<file path="src/hw/neo_cart_defs.svh">
`ifndef NEO_CART_DEFS_SVH
`define NEO_CART_DEFS_SVH

// ioctl byte address
`define NEO_ADDR_W      27

// .NEO header layout
`define NEO_HDR_BYTES   4096
`define NEO_SIZE_FIRST  4
`define NEO_SIZE_LAST   27

// Download block, the buffer holds two
`define NEO_BLOCK       128

// Bank 3 prefixes on byte address bits 23:19
`define NEO_FIX_BASE    5'b11100
`define NEO_M_BASE      5'b11110

`endif

</file>
<file path="src/hw/neo_cart_pkg.sv">
`default_nettype none

`include "neo_cart_defs.svh"

package neo_cart_pkg;

	typedef enum logic [2:0] {
		REG_P    = 3'd0,
		REG_S    = 3'd1,
		REG_M    = 3'd2,
		REG_V1   = 3'd3,
		REG_V2   = 3'd4,
		REG_C    = 3'd5,
		REG_DONE = 3'd6
	} region_e;

	typedef struct packed {
		logic                   downl;
		logic                   wr;
		logic [`NEO_ADDR_W-1:0] addr;
		logic [7:0]             dout;
	} ioctl_t;

	// Header order, P sits in the low word
	typedef struct packed {
		logic [31:0] c;
		logic [31:0] v2;
		logic [31:0] v1;
		logic [31:0] m;
		logic [31:0] s;
		logic [31:0] p;
	} sizes_t;

	typedef struct packed {
		logic        req;
		logic [22:0] addr;
		logic [15:0] data;
	} p1_wr_t;

	typedef struct packed {
		logic        req;
		logic [24:0] addr;
		logic [15:0] data;
	} p2_wr_t;

	typedef struct packed {
		logic [1:0] tile;   // bits 6:5
		logic       col;
		logic       half;
		logic [2:0] row;
	} fix_idx_t;

	typedef struct packed {
		logic       plane_hi;   // bit 6
		logic [3:0] line;
		logic       plane_lo;
		logic       lsb;
	} spr_idx_t;

	typedef union packed {
		logic [6:0] raw;
		fix_idx_t   fix;
		spr_idx_t   spr;
	} blk_idx_u;

endpackage

`default_nettype wire

</file>
<file path="src/hw/sdram_addr_map.sv">
`timescale 1ns/1ps
`default_nettype none

`include "neo_cart_defs.svh"

module sdram_addr_map (
	input  wire neo_cart_pkg::region_e region,
	input  wire [`NEO_ADDR_W-1:0]      offset,
	input  wire neo_cart_pkg::sizes_t  sizes,
	input  wire                        pcm_merged,
	output logic [22:0]                p1_addr,
	output logic [24:0]                p2_addr
);
	import neo_cart_pkg::*;

	logic [23:0] b1;   // bank 3 byte address
	logic [31:0] b2;
	logic [31:0] v2_base;

	// Samples follow the sprites, V2 after V1
	assign v2_base = sizes.c + sizes.v1;

	always_comb begin
		case (region)
			REG_S:   b1 = {`NEO_FIX_BASE, offset[18:0]};
			REG_M:   b1 = {`NEO_M_BASE, offset[18:0]};
			default: b1 = offset[23:0];
		endcase
		case (region)
			REG_V1:  b2 = sizes.c + 32'(offset);
			REG_V2:  b2 = v2_base + 32'(offset);
			default: b2 = 32'(offset);   // C from the bottom
		endcase
	end

	assign p1_addr = b1[23:1];
	assign p2_addr = b2[25:1];

endmodule

`default_nettype wire

</file>
<file path="src/hw/neo_header.sv">
`timescale 1ns/1ps
`default_nettype none

`include "neo_cart_defs.svh"

module neo_header (
	input  wire                        CLK_48M,
	input  wire                        pll_locked,
	input  wire neo_cart_pkg::ioctl_t  ioctl,
	input  wire neo_cart_pkg::region_e region,
	output neo_cart_pkg::sizes_t       sizes,
	output logic [31:0]                region_size,
	output logic                       pcm_merged
);
	import neo_cart_pkg::*;

	logic hdr_wr;
	logic size_byte;

	assign hdr_wr    = ioctl.downl && ioctl.wr && ioctl.addr < `NEO_HDR_BYTES;
	assign size_byte = ioctl.addr >= `NEO_SIZE_FIRST && ioctl.addr <= `NEO_SIZE_LAST;

	always_ff @(posedge CLK_48M or negedge pll_locked) begin
		if (!pll_locked) begin
			sizes <= '0;
			pcm_merged <= 1'b0;
		end else if (hdr_wr) begin
			if (size_byte)
				sizes <= {ioctl.dout, sizes[$bits(sizes_t)-1:8]};   // LE chain, P first
			// Neobuilder packs ADPCM-A and B together when V2 is empty
			if (ioctl.addr == `NEO_HDR_BYTES - 1)
				pcm_merged <= sizes.v2 == 32'd0;
		end
	end

	always_comb begin
		case (region)
			REG_P:   region_size = sizes.p;
			REG_S:   region_size = sizes.s;
			REG_M:   region_size = sizes.m;
			REG_V1:  region_size = sizes.v1;
			REG_V2:  region_size = sizes.v2;
			REG_C:   region_size = sizes.c;
			default: region_size = 32'd0;
		endcase
	end

endmodule

`default_nettype wire

</file>
<file path="src/hw/tile_fifo.sv">
`timescale 1ns/1ps
`default_nettype none

`include "neo_cart_defs.svh"

module tile_fifo (
	input  wire                        CLK_48M,
	input  wire                        pll_locked,
	input  wire neo_cart_pkg::ioctl_t  ioctl,
	input  wire                        fill_en,
	input  wire neo_cart_pkg::region_e region,
	input  wire [5:0]                  rd_idx,
	output logic                       page_full,
	output logic [15:0]                rd_data
);
	import neo_cart_pkg::*;

	logic [1:0][7:0] mem [`NEO_BLOCK];   // 2 pages x 64 words
	blk_idx_u        src;
	logic [6:0]      dst;
	logic            fill_wr;
	logic            page;
	logic            rd_busy;
	logic [5:0]      rd_idx_q;

	assign src.raw = ioctl.addr[6:0];
	assign fill_wr = ioctl.wr && fill_en;

	// Tile shuffle within the block
	always_comb begin
		case (region)
			REG_S:   dst = {src.fix.tile, src.fix.row, ~src.fix.col, src.fix.half};
			REG_C:   dst = {src.spr.line, ~src.spr.plane_hi, src.spr.lsb, src.spr.plane_lo};
			default: dst = src.raw;
		endcase
	end

	always_ff @(posedge CLK_48M) begin
		if (fill_wr)
			mem[{page, dst[6:1]}][dst[0]] <= ioctl.dout;
		rd_data <= mem[{~page, rd_idx}];   // Drain side is the other page
	end

	always_ff @(posedge CLK_48M or negedge pll_locked) begin
		if (!pll_locked) begin
			page <= 1'b0;
			page_full <= 1'b0;
			rd_busy <= 1'b0;
			rd_idx_q <= 6'd0;
		end else begin
			page_full <= 1'b0;
			rd_idx_q <= rd_idx;
			if (rd_idx_q == 6'd63 && rd_idx == 6'd0)
				rd_busy <= 1'b0;
			if (fill_wr && &ioctl.addr[6:0]) begin
				page <= ~page;
				page_full <= 1'b1;
				rd_busy <= 1'b1;
			end
		end
	end

	a_no_overrun: assert property (@(posedge CLK_48M) disable iff (!pll_locked)
		fill_wr && &ioctl.addr[6:0] |-> !rd_busy);

endmodule

`default_nettype wire

</file>
<file path="src/hw/load_ctrl.sv">
`timescale 1ns/1ps
`default_nettype none

`include "neo_cart_defs.svh"

module load_ctrl (
	input  wire                       CLK_48M,
	input  wire                       pll_locked,
	input  wire neo_cart_pkg::ioctl_t ioctl,
	input  wire [31:0]                region_size,
	input  wire                       page_full,
	input  wire [15:0]                rd_data,
	input  wire [22:0]                p1_addr,
	input  wire [24:0]                p2_addr,
	input  wire                       p1_ack,
	input  wire                       p2_ack,
	output neo_cart_pkg::region_e     region,
	output logic [`NEO_ADDR_W-1:0]    offset,
	output logic                      fill_en,
	output logic [5:0]                rd_idx,
	output neo_cart_pkg::p1_wr_t      p1_wr,
	output neo_cart_pkg::p2_wr_t      p2_wr
);
	import neo_cart_pkg::*;

	logic        hdr_done;
	logic        blk_last;
	logic        region_end;
	logic        busy;
	logic        pend;
	logic        drain_p2;
	logic        ack_ok;
	logic        p1_req;
	logic        p2_req;
	logic [24:0] wr_addr;
	logic [15:0] wr_data;

	assign fill_en    = ioctl.downl && hdr_done && region != REG_DONE;
	assign blk_last   = ioctl.wr && fill_en && &ioctl.addr[6:0];
	assign region_end = hdr_done && region != REG_DONE && 32'(offset) == region_size;
	assign ack_ok     = drain_p2 ? p2_req == p2_ack : p1_req == p1_ack;

	// Region sequencer on the incoming byte stream
	always_ff @(posedge CLK_48M or negedge pll_locked) begin
		if (!pll_locked) begin
			hdr_done <= 1'b0;
			region <= REG_P;
			offset <= '0;
		end else if (!ioctl.downl) begin
			hdr_done <= 1'b0;
			region <= REG_P;
			offset <= '0;
		end else if (!hdr_done) begin
			if (ioctl.wr && ioctl.addr == `NEO_HDR_BYTES - 1)
				hdr_done <= 1'b1;
		end else if (region_end) begin
			region <= region_e'(region + 3'd1);   // Empty regions pass one per cycle
			offset <= '0;
		end else if (ioctl.wr && fill_en) begin
			offset <= offset + 1'b1;
		end
	end

	// Drain of the full page, one toggle per word
	always_ff @(posedge CLK_48M or negedge pll_locked) begin
		if (!pll_locked) begin
			busy <= 1'b0;
			pend <= 1'b0;
			drain_p2 <= 1'b0;
			rd_idx <= 6'd0;
			p1_req <= 1'b0;
			p2_req <= 1'b0;
		end else begin
			if (page_full)
				busy <= 1'b1;
			if (blk_last)
				drain_p2 <= region >= REG_V1;
			if (pend && ack_ok) begin
				pend <= 1'b0;
				if (rd_idx == 6'd0)
					busy <= 1'b0;   // Word 63 acked
			end else if (busy && !pend) begin
				pend <= 1'b1;
				rd_idx <= rd_idx + 6'd1;   // Next word read ahead
				if (drain_p2)
					p2_req <= ~p2_req;
				else
					p1_req <= ~p1_req;
			end
		end
	end

	// Block base is taken at its last byte, 63 words back
	always_ff @(posedge CLK_48M) begin
		if (blk_last)
			wr_addr <= region >= REG_V1 ? p2_addr - 25'd63 : {2'b00, p1_addr - 23'd63};
		else if (pend && ack_ok)
			wr_addr <= wr_addr + 25'd1;
		if (busy && !pend)
			wr_data <= rd_data;
	end

	assign p1_wr = '{req: p1_req, addr: wr_addr[22:0], data: wr_data};
	assign p2_wr = '{req: p2_req, addr: wr_addr, data: wr_data};

	a_p1_hold: assert property (@(posedge CLK_48M) disable iff (!pll_locked)
		p1_req != p1_ack |=> $stable(p1_req));
	a_p2_hold: assert property (@(posedge CLK_48M) disable iff (!pll_locked)
		p2_req != p2_ack |=> $stable(p2_req));

endmodule

`default_nettype wire

</file>
<file path="src/hw/neo_cart_loader.sv">
`timescale 1ns/1ps
`default_nettype none

`include "neo_cart_defs.svh"

module neo_cart_loader (
	input  wire                       CLK_48M,
	input  wire                       pll_locked,
	input  wire neo_cart_pkg::ioctl_t ioctl,
	input  wire                       p1_ack,
	input  wire                       p2_ack,
	output neo_cart_pkg::p1_wr_t      p1_wr,
	output neo_cart_pkg::p2_wr_t      p2_wr
);
	import neo_cart_pkg::*;

	region_e                region;
	logic [`NEO_ADDR_W-1:0] offset;
	sizes_t                 sizes;
	logic [31:0]            region_size;
	logic                   pcm_merged;
	logic                   fill_en;
	logic                   page_full;
	logic [5:0]             rd_idx;
	logic [15:0]            rd_data;
	logic [22:0]            p1_addr;
	logic [24:0]            p2_addr;

	load_ctrl ctrl_i (
		.CLK_48M     (CLK_48M),
		.pll_locked  (pll_locked),
		.ioctl       (ioctl),
		.region_size (region_size),
		.page_full   (page_full),
		.rd_data     (rd_data),
		.p1_addr     (p1_addr),
		.p2_addr     (p2_addr),
		.p1_ack      (p1_ack),
		.p2_ack      (p2_ack),
		.region      (region),
		.offset      (offset),
		.fill_en     (fill_en),
		.rd_idx      (rd_idx),
		.p1_wr       (p1_wr),
		.p2_wr       (p2_wr)
	);

	neo_header hdr_i (
		.CLK_48M     (CLK_48M),
		.pll_locked  (pll_locked),
		.ioctl       (ioctl),
		.region      (region),
		.sizes       (sizes),
		.region_size (region_size),
		.pcm_merged  (pcm_merged)
	);

	tile_fifo fifo_i (
		.CLK_48M    (CLK_48M),
		.pll_locked (pll_locked),
		.ioctl      (ioctl),
		.fill_en    (fill_en),
		.region     (region),
		.rd_idx     (rd_idx),
		.page_full  (page_full),
		.rd_data    (rd_data)
	);

	sdram_addr_map map_i (
		.region     (region),
		.offset     (offset),
		.sizes      (sizes),
		.pcm_merged (pcm_merged),
		.p1_addr    (p1_addr),
		.p2_addr    (p2_addr)
	);

endmodule

`default_nettype wire

</file>
<file path="config.mk">
export PLATFORM = sky130hd
export DESIGN_NAME = neo_cart_loader
export DESIGN_NICKNAME = d
export VERILOG_FILES = /design/src/hw/neo_cart_pkg.sv /design/src/hw/sdram_addr_map.sv /design/src/hw/neo_header.sv /design/src/hw/tile_fifo.sv /design/src/hw/load_ctrl.sv /design/src/hw/neo_cart_loader.sv
export VERILOG_INCLUDE_DIRS = /design/src /design/src/hw
export SDC_FILE = /design/constraint.sdc
export NUM_CORES = 2
export LEC_CHECK = 0
export ABC_AREA = 0
export BUFFER_PORTS_ARGS = -buffer_cell sky130_fd_sc_hd__buf_2
export CAP_MARGIN = 20
export CELL_PAD_IN_SITES_DETAIL_PLACEMENT = 0
export CELL_PAD_IN_SITES_GLOBAL_PLACEMENT = 1
export CORE_MARGIN = 2
export CORE_UTILIZATION = 38
export CTS_CLUSTER_DIAMETER = 60
export DETAILED_ROUTE_END_ITERATION = 8
export PLACE_DENSITY_LB_ADDON = 0.05
export SETUP_SLACK_MARGIN = 0.05
export SKIP_LAST_GASP = 1
export SYNTH_ARGS = -nofsm -noshare
export SYNTH_HDL_FRONTEND = slang
export SYNTH_SLANG_ARGS = --single-unit
</file>
<file path="constraint.sdc">
create_clock -name CLK_48M -period 12.78 [get_ports CLK_48M]
set_input_delay 3.195 -clock CLK_48M [delete_from_list [all_inputs] [get_ports CLK_48M]]
set_output_delay 3.195 -clock CLK_48M [all_outputs]
set_load 0.05 [all_outputs]
</file>
Yosys cells after proc, flatten, opt, wreduce, memory -nomap -nowiden
Memory sizes are Yosys's and may differ from the RTL's. A register that Yosys moved wholly into a read port is not among the register bits.
Index checks and enable logic that the tools add are counted.
{"block": "op_classes", "addsub": 9, "magnitude_cmp": 6, "n_eq_ne": 13, "muxes": 28, "n_bitwise": 7, "reduce_logical": 25}
{"cell": "$pmux W32 S6", "n": 1}
{"cell": "$mux W27", "n": 4}
{"cell": "$add A26 B26 Y26", "n": 3}
{"cell": "$mux W25", "n": 3}
{"cell": "$pmux W26 S2", "n": 1}
{"cell": "$pmux W24 S2", "n": 1}
{"cell": "$eq A27 B32 Y1", "n": 1}
{"cell": "$add A27 B1 Y27 const B", "n": 1}
{"cell": "$eq A27 B12 Y1 const B", "n": 1}
{"cell": "$ge A27 B3 Y1 const B", "n": 1}
{"cell": "$le A27 B5 Y1 const B", "n": 1}
{"cell": "$lt A27 B13 Y1 const B", "n": 1}
{"cell": "$add A25 B1 Y25 const B", "n": 1}
{"cell": "$sub A25 B6 Y25 const B", "n": 1}
{"cell": "$sub A23 B6 Y23 const B", "n": 1}
{"cell": "$mux W16", "n": 1}
{"cell": "$pmux W7 S2", "n": 1}
{"cell": "$logic_and A1 B1 Y1", "n": 13}
{"cell": "$mux W1", "n": 11}
{"cell": "$mux W3", "n": 3}
{"cell": "$demux W8 S1", "n": 1}
{"cell": "$mux W8", "n": 1}
{"cell": "$reduce_and A2 Y1", "n": 4}
{"cell": "$not A1 Y1", "n": 7}
{"cell": "other kinds (18)", "n": 24}
{"block": "totals", "regBits": 277, "ramBits": 2048, "input_bits": 41, "mem_count": 1}
{"name": "fifo_i.mem", "words": 128, "width": 16, "read_ports": 1, "rd_ports_with_merged_regs": 1, "write_ports": 1, "line_no": "tile_fifo.sv:18", "rtl": "logic [1:0][7:0] mem [`NEO_BLOCK];"}

Longest topological paths before layout
{"block": "depth", "ltp_word": 7, "ltp_mapped": 19}

Hierarchy
From an unflattened synthesis, not the netlist that was laid out.
{"block": "hier_totals", "hier_cells": 4979, "area_unflattened_um2": 97965.2}
{"mod": "tile_fifo", "n_inst": 1, "cells_each": 3320, "area_per_inst_um2": 80186.9, "seq_area_each_um2": 61869.3}
{"mod": "neo_header", "n_inst": 1, "cells_each": 589, "area_per_inst_um2": 8358.0, "seq_area_each_um2": 4829.6}
{"mod": "load_ctrl", "n_inst": 1, "cells_each": 612, "area_per_inst_um2": 5821.8, "seq_area_each_um2": 2282.2}
{"mod": "sdram_addr_map", "n_inst": 1, "cells_each": 458, "area_per_inst_um2": 3598.5, "seq_area_each_um2": 0.0}

Least setup slack after synthesis
OpenSTA, ideal clock, no wires.
{"block": "synth_path", "path_type": "input to register", "start": "input port ioctl[13] (netlist name)", "end": "register ctrl_i.wr_addr[0], enable pin", "setup_time_ns": 0.382, "arrival_time_ns": 4.829, "slack_ns": 7.569, "cell_stages": 8, "n_path_buf": 3, "cell_sequence": "clkbuf_1 > inv_1 > nor3_1 > nand4_1 > nand2b_1 > clkbuf_1 > clkbuf_1 > nand2_1"}
{"block": "synth_via", "elab_chain_len": 3}
{"element": "from (decl)", "line_no": "neo_cart_loader.sv:9", "rtl": "input wire neo_cart_pkg::ioctl_t ioctl,"}
{"element": "$reduce_and A7 Y1", "line_no": "load_ctrl.sv:39", "rtl": "assign blk_last = ioctl.wr && fill_en && &ioctl.addr[6:0];"}
{"element": "$logic_and A1 B1 Y1", "line_no": "load_ctrl.sv:39"}
{"element": "$reduce_bool A2 Y1 (no line)"}
{"element": "to (signal assigned)", "line_no": "load_ctrl.sv:96", "rtl": "wr_addr <= region >= REG_V1 ? p2_addr - 25'd63 : {2'b00, p1_addr - 23'd63};"}
{"element": "to (signal assigned)", "line_no": "load_ctrl.sv:98", "rtl": "wr_addr <= wr_addr + 25'd1;"}
{"element": "to (decl)", "line_no": "load_ctrl.sv:35", "rtl": "logic [24:0] wr_addr;"}
Every way passes these cells.
A chain may end at the register's enable or synchronous reset.

Worst setup path in the final report
{"block": "layout_path", "start": "register ctrl_i.offset[1]", "end": "register ctrl_i.wr_addr[14] (data pin)"}
{"block": "layout_via", "elab_chain_len": 5, "elab_cells_between_ends": 8}
{"element": "from (decl)", "line_no": "load_ctrl.sv:18", "rtl": "output logic [`NEO_ADDR_W-1:0] offset,"}
{"element": "from (signal assigned)", "line_no": "load_ctrl.sv:60", "rtl": "offset <= offset + 1'b1;"}
{"element": "$add A26 B26 Y26, on equally long branches", "line_no": "sdram_addr_map.sv:31, sdram_addr_map.sv:30"}
{"element": "$pmux W26 S2", "line_no": "sdram_addr_map.sv:29", "rtl": "case (region)"}
{"element": "$sub A25 B6 Y25", "line_no": "load_ctrl.sv:96"}
{"element": "$mux W25 (*)", "line_no": "load_ctrl.sv:96"}
{"element": "$mux W25 (*)", "line_no": "load_ctrl.sv:95", "rtl": "if (blk_last)"}
Mark *: on every way between the ends. The rest lies on a longest branch, timed or not.

==> summary.md <==
| Metric | Value |
|---|---|
| Most used DFF post-synth | edfxtp_1 |
| Synth area leaders | edfxtp_1 (65%), mux4_2 (15%), dfrtp_1 (6.1%) |
| IO Pins | between 100 and 150 |
| Final hold vios | 0 |
| Worst-Margin Slew | 1.14 ns |
| Via density | 5.59 |
| Initial drt markers | 4696 |
| CTS clk-pin slew, worst paths | 0.05 ns |
| CTS buffer count | between 200 and 300 |
| Gpl congestion | 0.836 |
| First-pass GRT wire length | 392 mm |
| CTS Sinks | 2341 |
| Pin count of the biggest net entering global routing | 160 |
| # rows | 185 |
| Cells after Synth | around 5000 |
| Layout fillers | around 22000 |
| Share of cells above drive strength 1 | 0.282 |
| Count of different cell masters after synthesis | 94 |
| Port buffer count | 122 |
| Root Driver | clkbuf_16 |
| Clk buf depth | 4 |
| TritonCTS clock tree | built |
| Type of destination of the critical path | flop |
| Slew HR | 0.243 |
| Post-CTS setup buffer count | 0 |
| Max-cap check violation count | 0 |
| ANT nets after route | 0 |
| Vias | 49200 |
| CP startpoint kind | flop |
| Die area | 260000 um2 |
| Crit path required time | 13.44 ns |
| Vias in the first global route | slightly above 50000 |
| Ys async rst share | 0.101 |
| Detailed Routing Iterations Pass 1 | 8 |
| Core area | 254000 um2 |
| GRT Util Overall | 0.210 |
| Mapped Nets | 5187 |
| Chip width | a little over 500 um |
| Outcome | finished clean |
| Register area share after synthesis | 0.709 |
| Sum Neg Setup Slack | 0 ns |
| Initial antenna violation count | 10 |
| Mapped cell area | 97300 um2 |
| Inst Count DP | 8321 |
| Area share of the largest cell type after synthesis | 0.645 |
| Dpl hpwl | roughly 170 mm |
| PostCTS Resize Cnt | 0 |
| P_leak | between 30 and 40 nW |
| Final wirelength | about 270 mm |
| Drt drc | 0 |
| Fin util | 0.434 |
| #FFs+latches synth | 2341 |
| Initial Utilization | 0.382 |
| Peak VDD IR | ~0.00013 V |
| Syn avg cell area | between 15 and 20 um2 |
| Max FO, Critical Path | 13 |
| Cell taking the most area after synthesis | edfxtp_1 |
| Finished Layout Cells | 8804 |
| Hold Path Class | flop to flop |
| Yosys warnings | 0 |
| Arrival time at the worst endpoint | 6.20 ns |
| WL per Instance | 31.0 um |
| Worst-skew pair later-pin latency | 0.95 ns |
| Final-stage net count | 5367 |
| Final worst path period share | 0.433 |
| Hold buffers post-CTS | 0 |
| Die Span Y | 510 um |
| Gr ovfl total | 0 |
| Minimum clock period | ~5.5 ns |
| Post-synth EDFFs | approximately 2100 |
| # setup viols final | 0 |
| # H-tree levels | 5 |
| Final slew viol count | 0 |
| Fmax achieved | 181 MHz |
| Pwr Density | 146 nW/um2 |
| Worst Skew | 0.0522 ns |
| RSZ-0062 raised after global routing | false |
| Critical path type | flop to flop |
| P&R area growth vs syn | 13.5% |
[registers in the layout, summed over array words and instances, names as in the netlist]
register and count:
ctrl_i.busy 1, fifo_i.rd_data 16, ctrl_i.wr_data 16, ctrl_i.hdr_done 1, ctrl_i.p1_req 1, fifo_i.page 1, ctrl_i.region 3, ctrl_i.wr_addr 25
ctrl_i.pend 1, ctrl_i.offset 27, fifo_i.page_full 1, ctrl_i.p2_req 1, fifo_i.mem 2048, ctrl_i.rd_idx 6, ctrl_i.drain_p2 1, hdr_i.sizes 192
[metrics by stage]
stage	hold slack (ns)	setup WS (ns)	instance area [um2]	total power [mW]
final	0.400	7.24	110000	16.1
after global routing	0.410	6.96	110000	16.5
after CTS	0.402	7.11	110000	16.3
after detailed placement	0.389	6.14	102000	8.68
after global placement	0.387	6.13	102000	8.67
after floorplan	0.386	7.57	97300	8.50
[area by class of cell]
cell class                      instances  area, um2  area share
Sequential cell                      2341      69000       0.625
Multi-Input combinational cell       2354      26800       0.242
Clock buffer                          358       7550      0.0684
Tap cell                             3366       4210      0.0382
Timing Repair Buffer                  236       1720      0.0156
Clock inverter                        120       1050     0.00948
Inverter                               25       93.8    0.000850
Antenna cell                            4       10.0   0.0000907
[power by group]
part	total [mW]	internal (mW)	switching, mW
clock network	7.55	4.50	3.06
logic	0.177	0.0172	0.160
registers	8.33	8.33	0.000000178
[routing by layer]
layer / share of wire / wire (um) / GRT usage / up-vias
li1: - / - / - / 21000
met1: 0.46 / 126000 / 0.310 / 26600
met2: 0.48 / 130000 / 0.335 / 1322
met3: 0.044 / 11900 / 0.0279 / 306
met4: 0.018 / 4810 / 0.0443 / 0
met5: 0 / 0 / 0 / -
[final timing paths]
check | startpoint | endpoint | slack (ns) | depth (start not counted)
worst min-delay path | fifo_i.rd_data[3]$_DFF_P_ | ctrl_i.wr_data[3]$_DFFE_PP_ | 0.40 | 0
worst min register to register | fifo_i.rd_data[3]$_DFF_P_ | ctrl_i.wr_data[3]$_DFFE_PP_ | 0.40 | 0
max in group asynchronous | pll_locked | hdr_i.sizes[38]$_DFFE_PN0P_ | 8.57 | 3
worst max register to register | ctrl_i.offset[1]$_DFFE_PN0P_ | ctrl_i.wr_addr[14]$_DFFE_PP_ | 7.24 | 14
min in group asynchronous | pll_locked | hdr_i.sizes[12]$_DFFE_PN0P_ | 2.26 | 1
worst max-delay path | ctrl_i.offset[1]$_DFFE_PN0P_ | ctrl_i.wr_addr[14]$_DFFE_PP_ | 7.24 | 14
[cells in the final DEF (no fill, tap or decap), types with 62 or more instances in the layout]
cell type | netlist | final
edfxtp_1 | 2089 | 2089
mux4_2 | 661 | 661
nor2_1 | 372 | 371
clkbuf_16 | 0 | 288
mux2_2 | 229 | 229
dfrtp_1 | 236 | 228
nand2_1 | 197 | 197
buf_2 | 19 | 113
buf_4 | 43 | 101
o21ai_0 | 81 | 81
xnor2_1 | 75 | 75
a21oi_1 | 68 | 68
xor2_1 | 63 | 63
clkbuf_1 | 213 | 62
[kinds of logic (layout without fill, tap and decap cells)]
group,count (synthesis),count (layout),synth area share
AOI/OAI and AO/OA,409,409,0.0298
xor gates and xnor gates,138,138,0.0124
adders and majority gates,86,86,0.0131
buffers and inverters,365,739,0.0162
DFF,2341,2341,0.709
muxes,904,904,0.181
other,0,4,0
and+or+nand+nor,817,817,0.0385
[critical path, cell delays in order (launching register included)]
cell      delay [ns]
dfrtp_1         0.35
buf_4           0.20
fa_1            0.49
ha_1            0.24
fa_1            0.49
a211oi_1        0.39
o211ai_1        0.25
nand2_1         0.13
xor2_1          0.28
o21ai_0         0.20
or4b_1          0.58
or4_1           0.74
o31ai_1         0.37
nor3b_1         0.42
o22ai_1         0.14
[cells in the mapped netlist, drive strengths merged (6+ instances only)]
library cell	count
clkbuf	213
and2	15
nand4	24
a21oi	70
edfxtp	2089
a221oi	10
o22ai	10
buf	127
mux4	661
nor2b	22
fa	26
mux2	229
a31oi	23
o21ai	84
nor2	373
o21a	18
xor2	63
o211ai	25
and3	23
dfxtp	16
or3	8
nand2	197
nor4	22
a21o	15
inv	24
a222oi	36
a22o	8
xnor2	75
a22oi	7
a211oi	37
ha	60
nor3	35
dfrtp	236
nand3	47
nand2b	11
mux2i	14
or4	12
nor3b	6
Note: power is estimated with default switching activity, not from simulation.
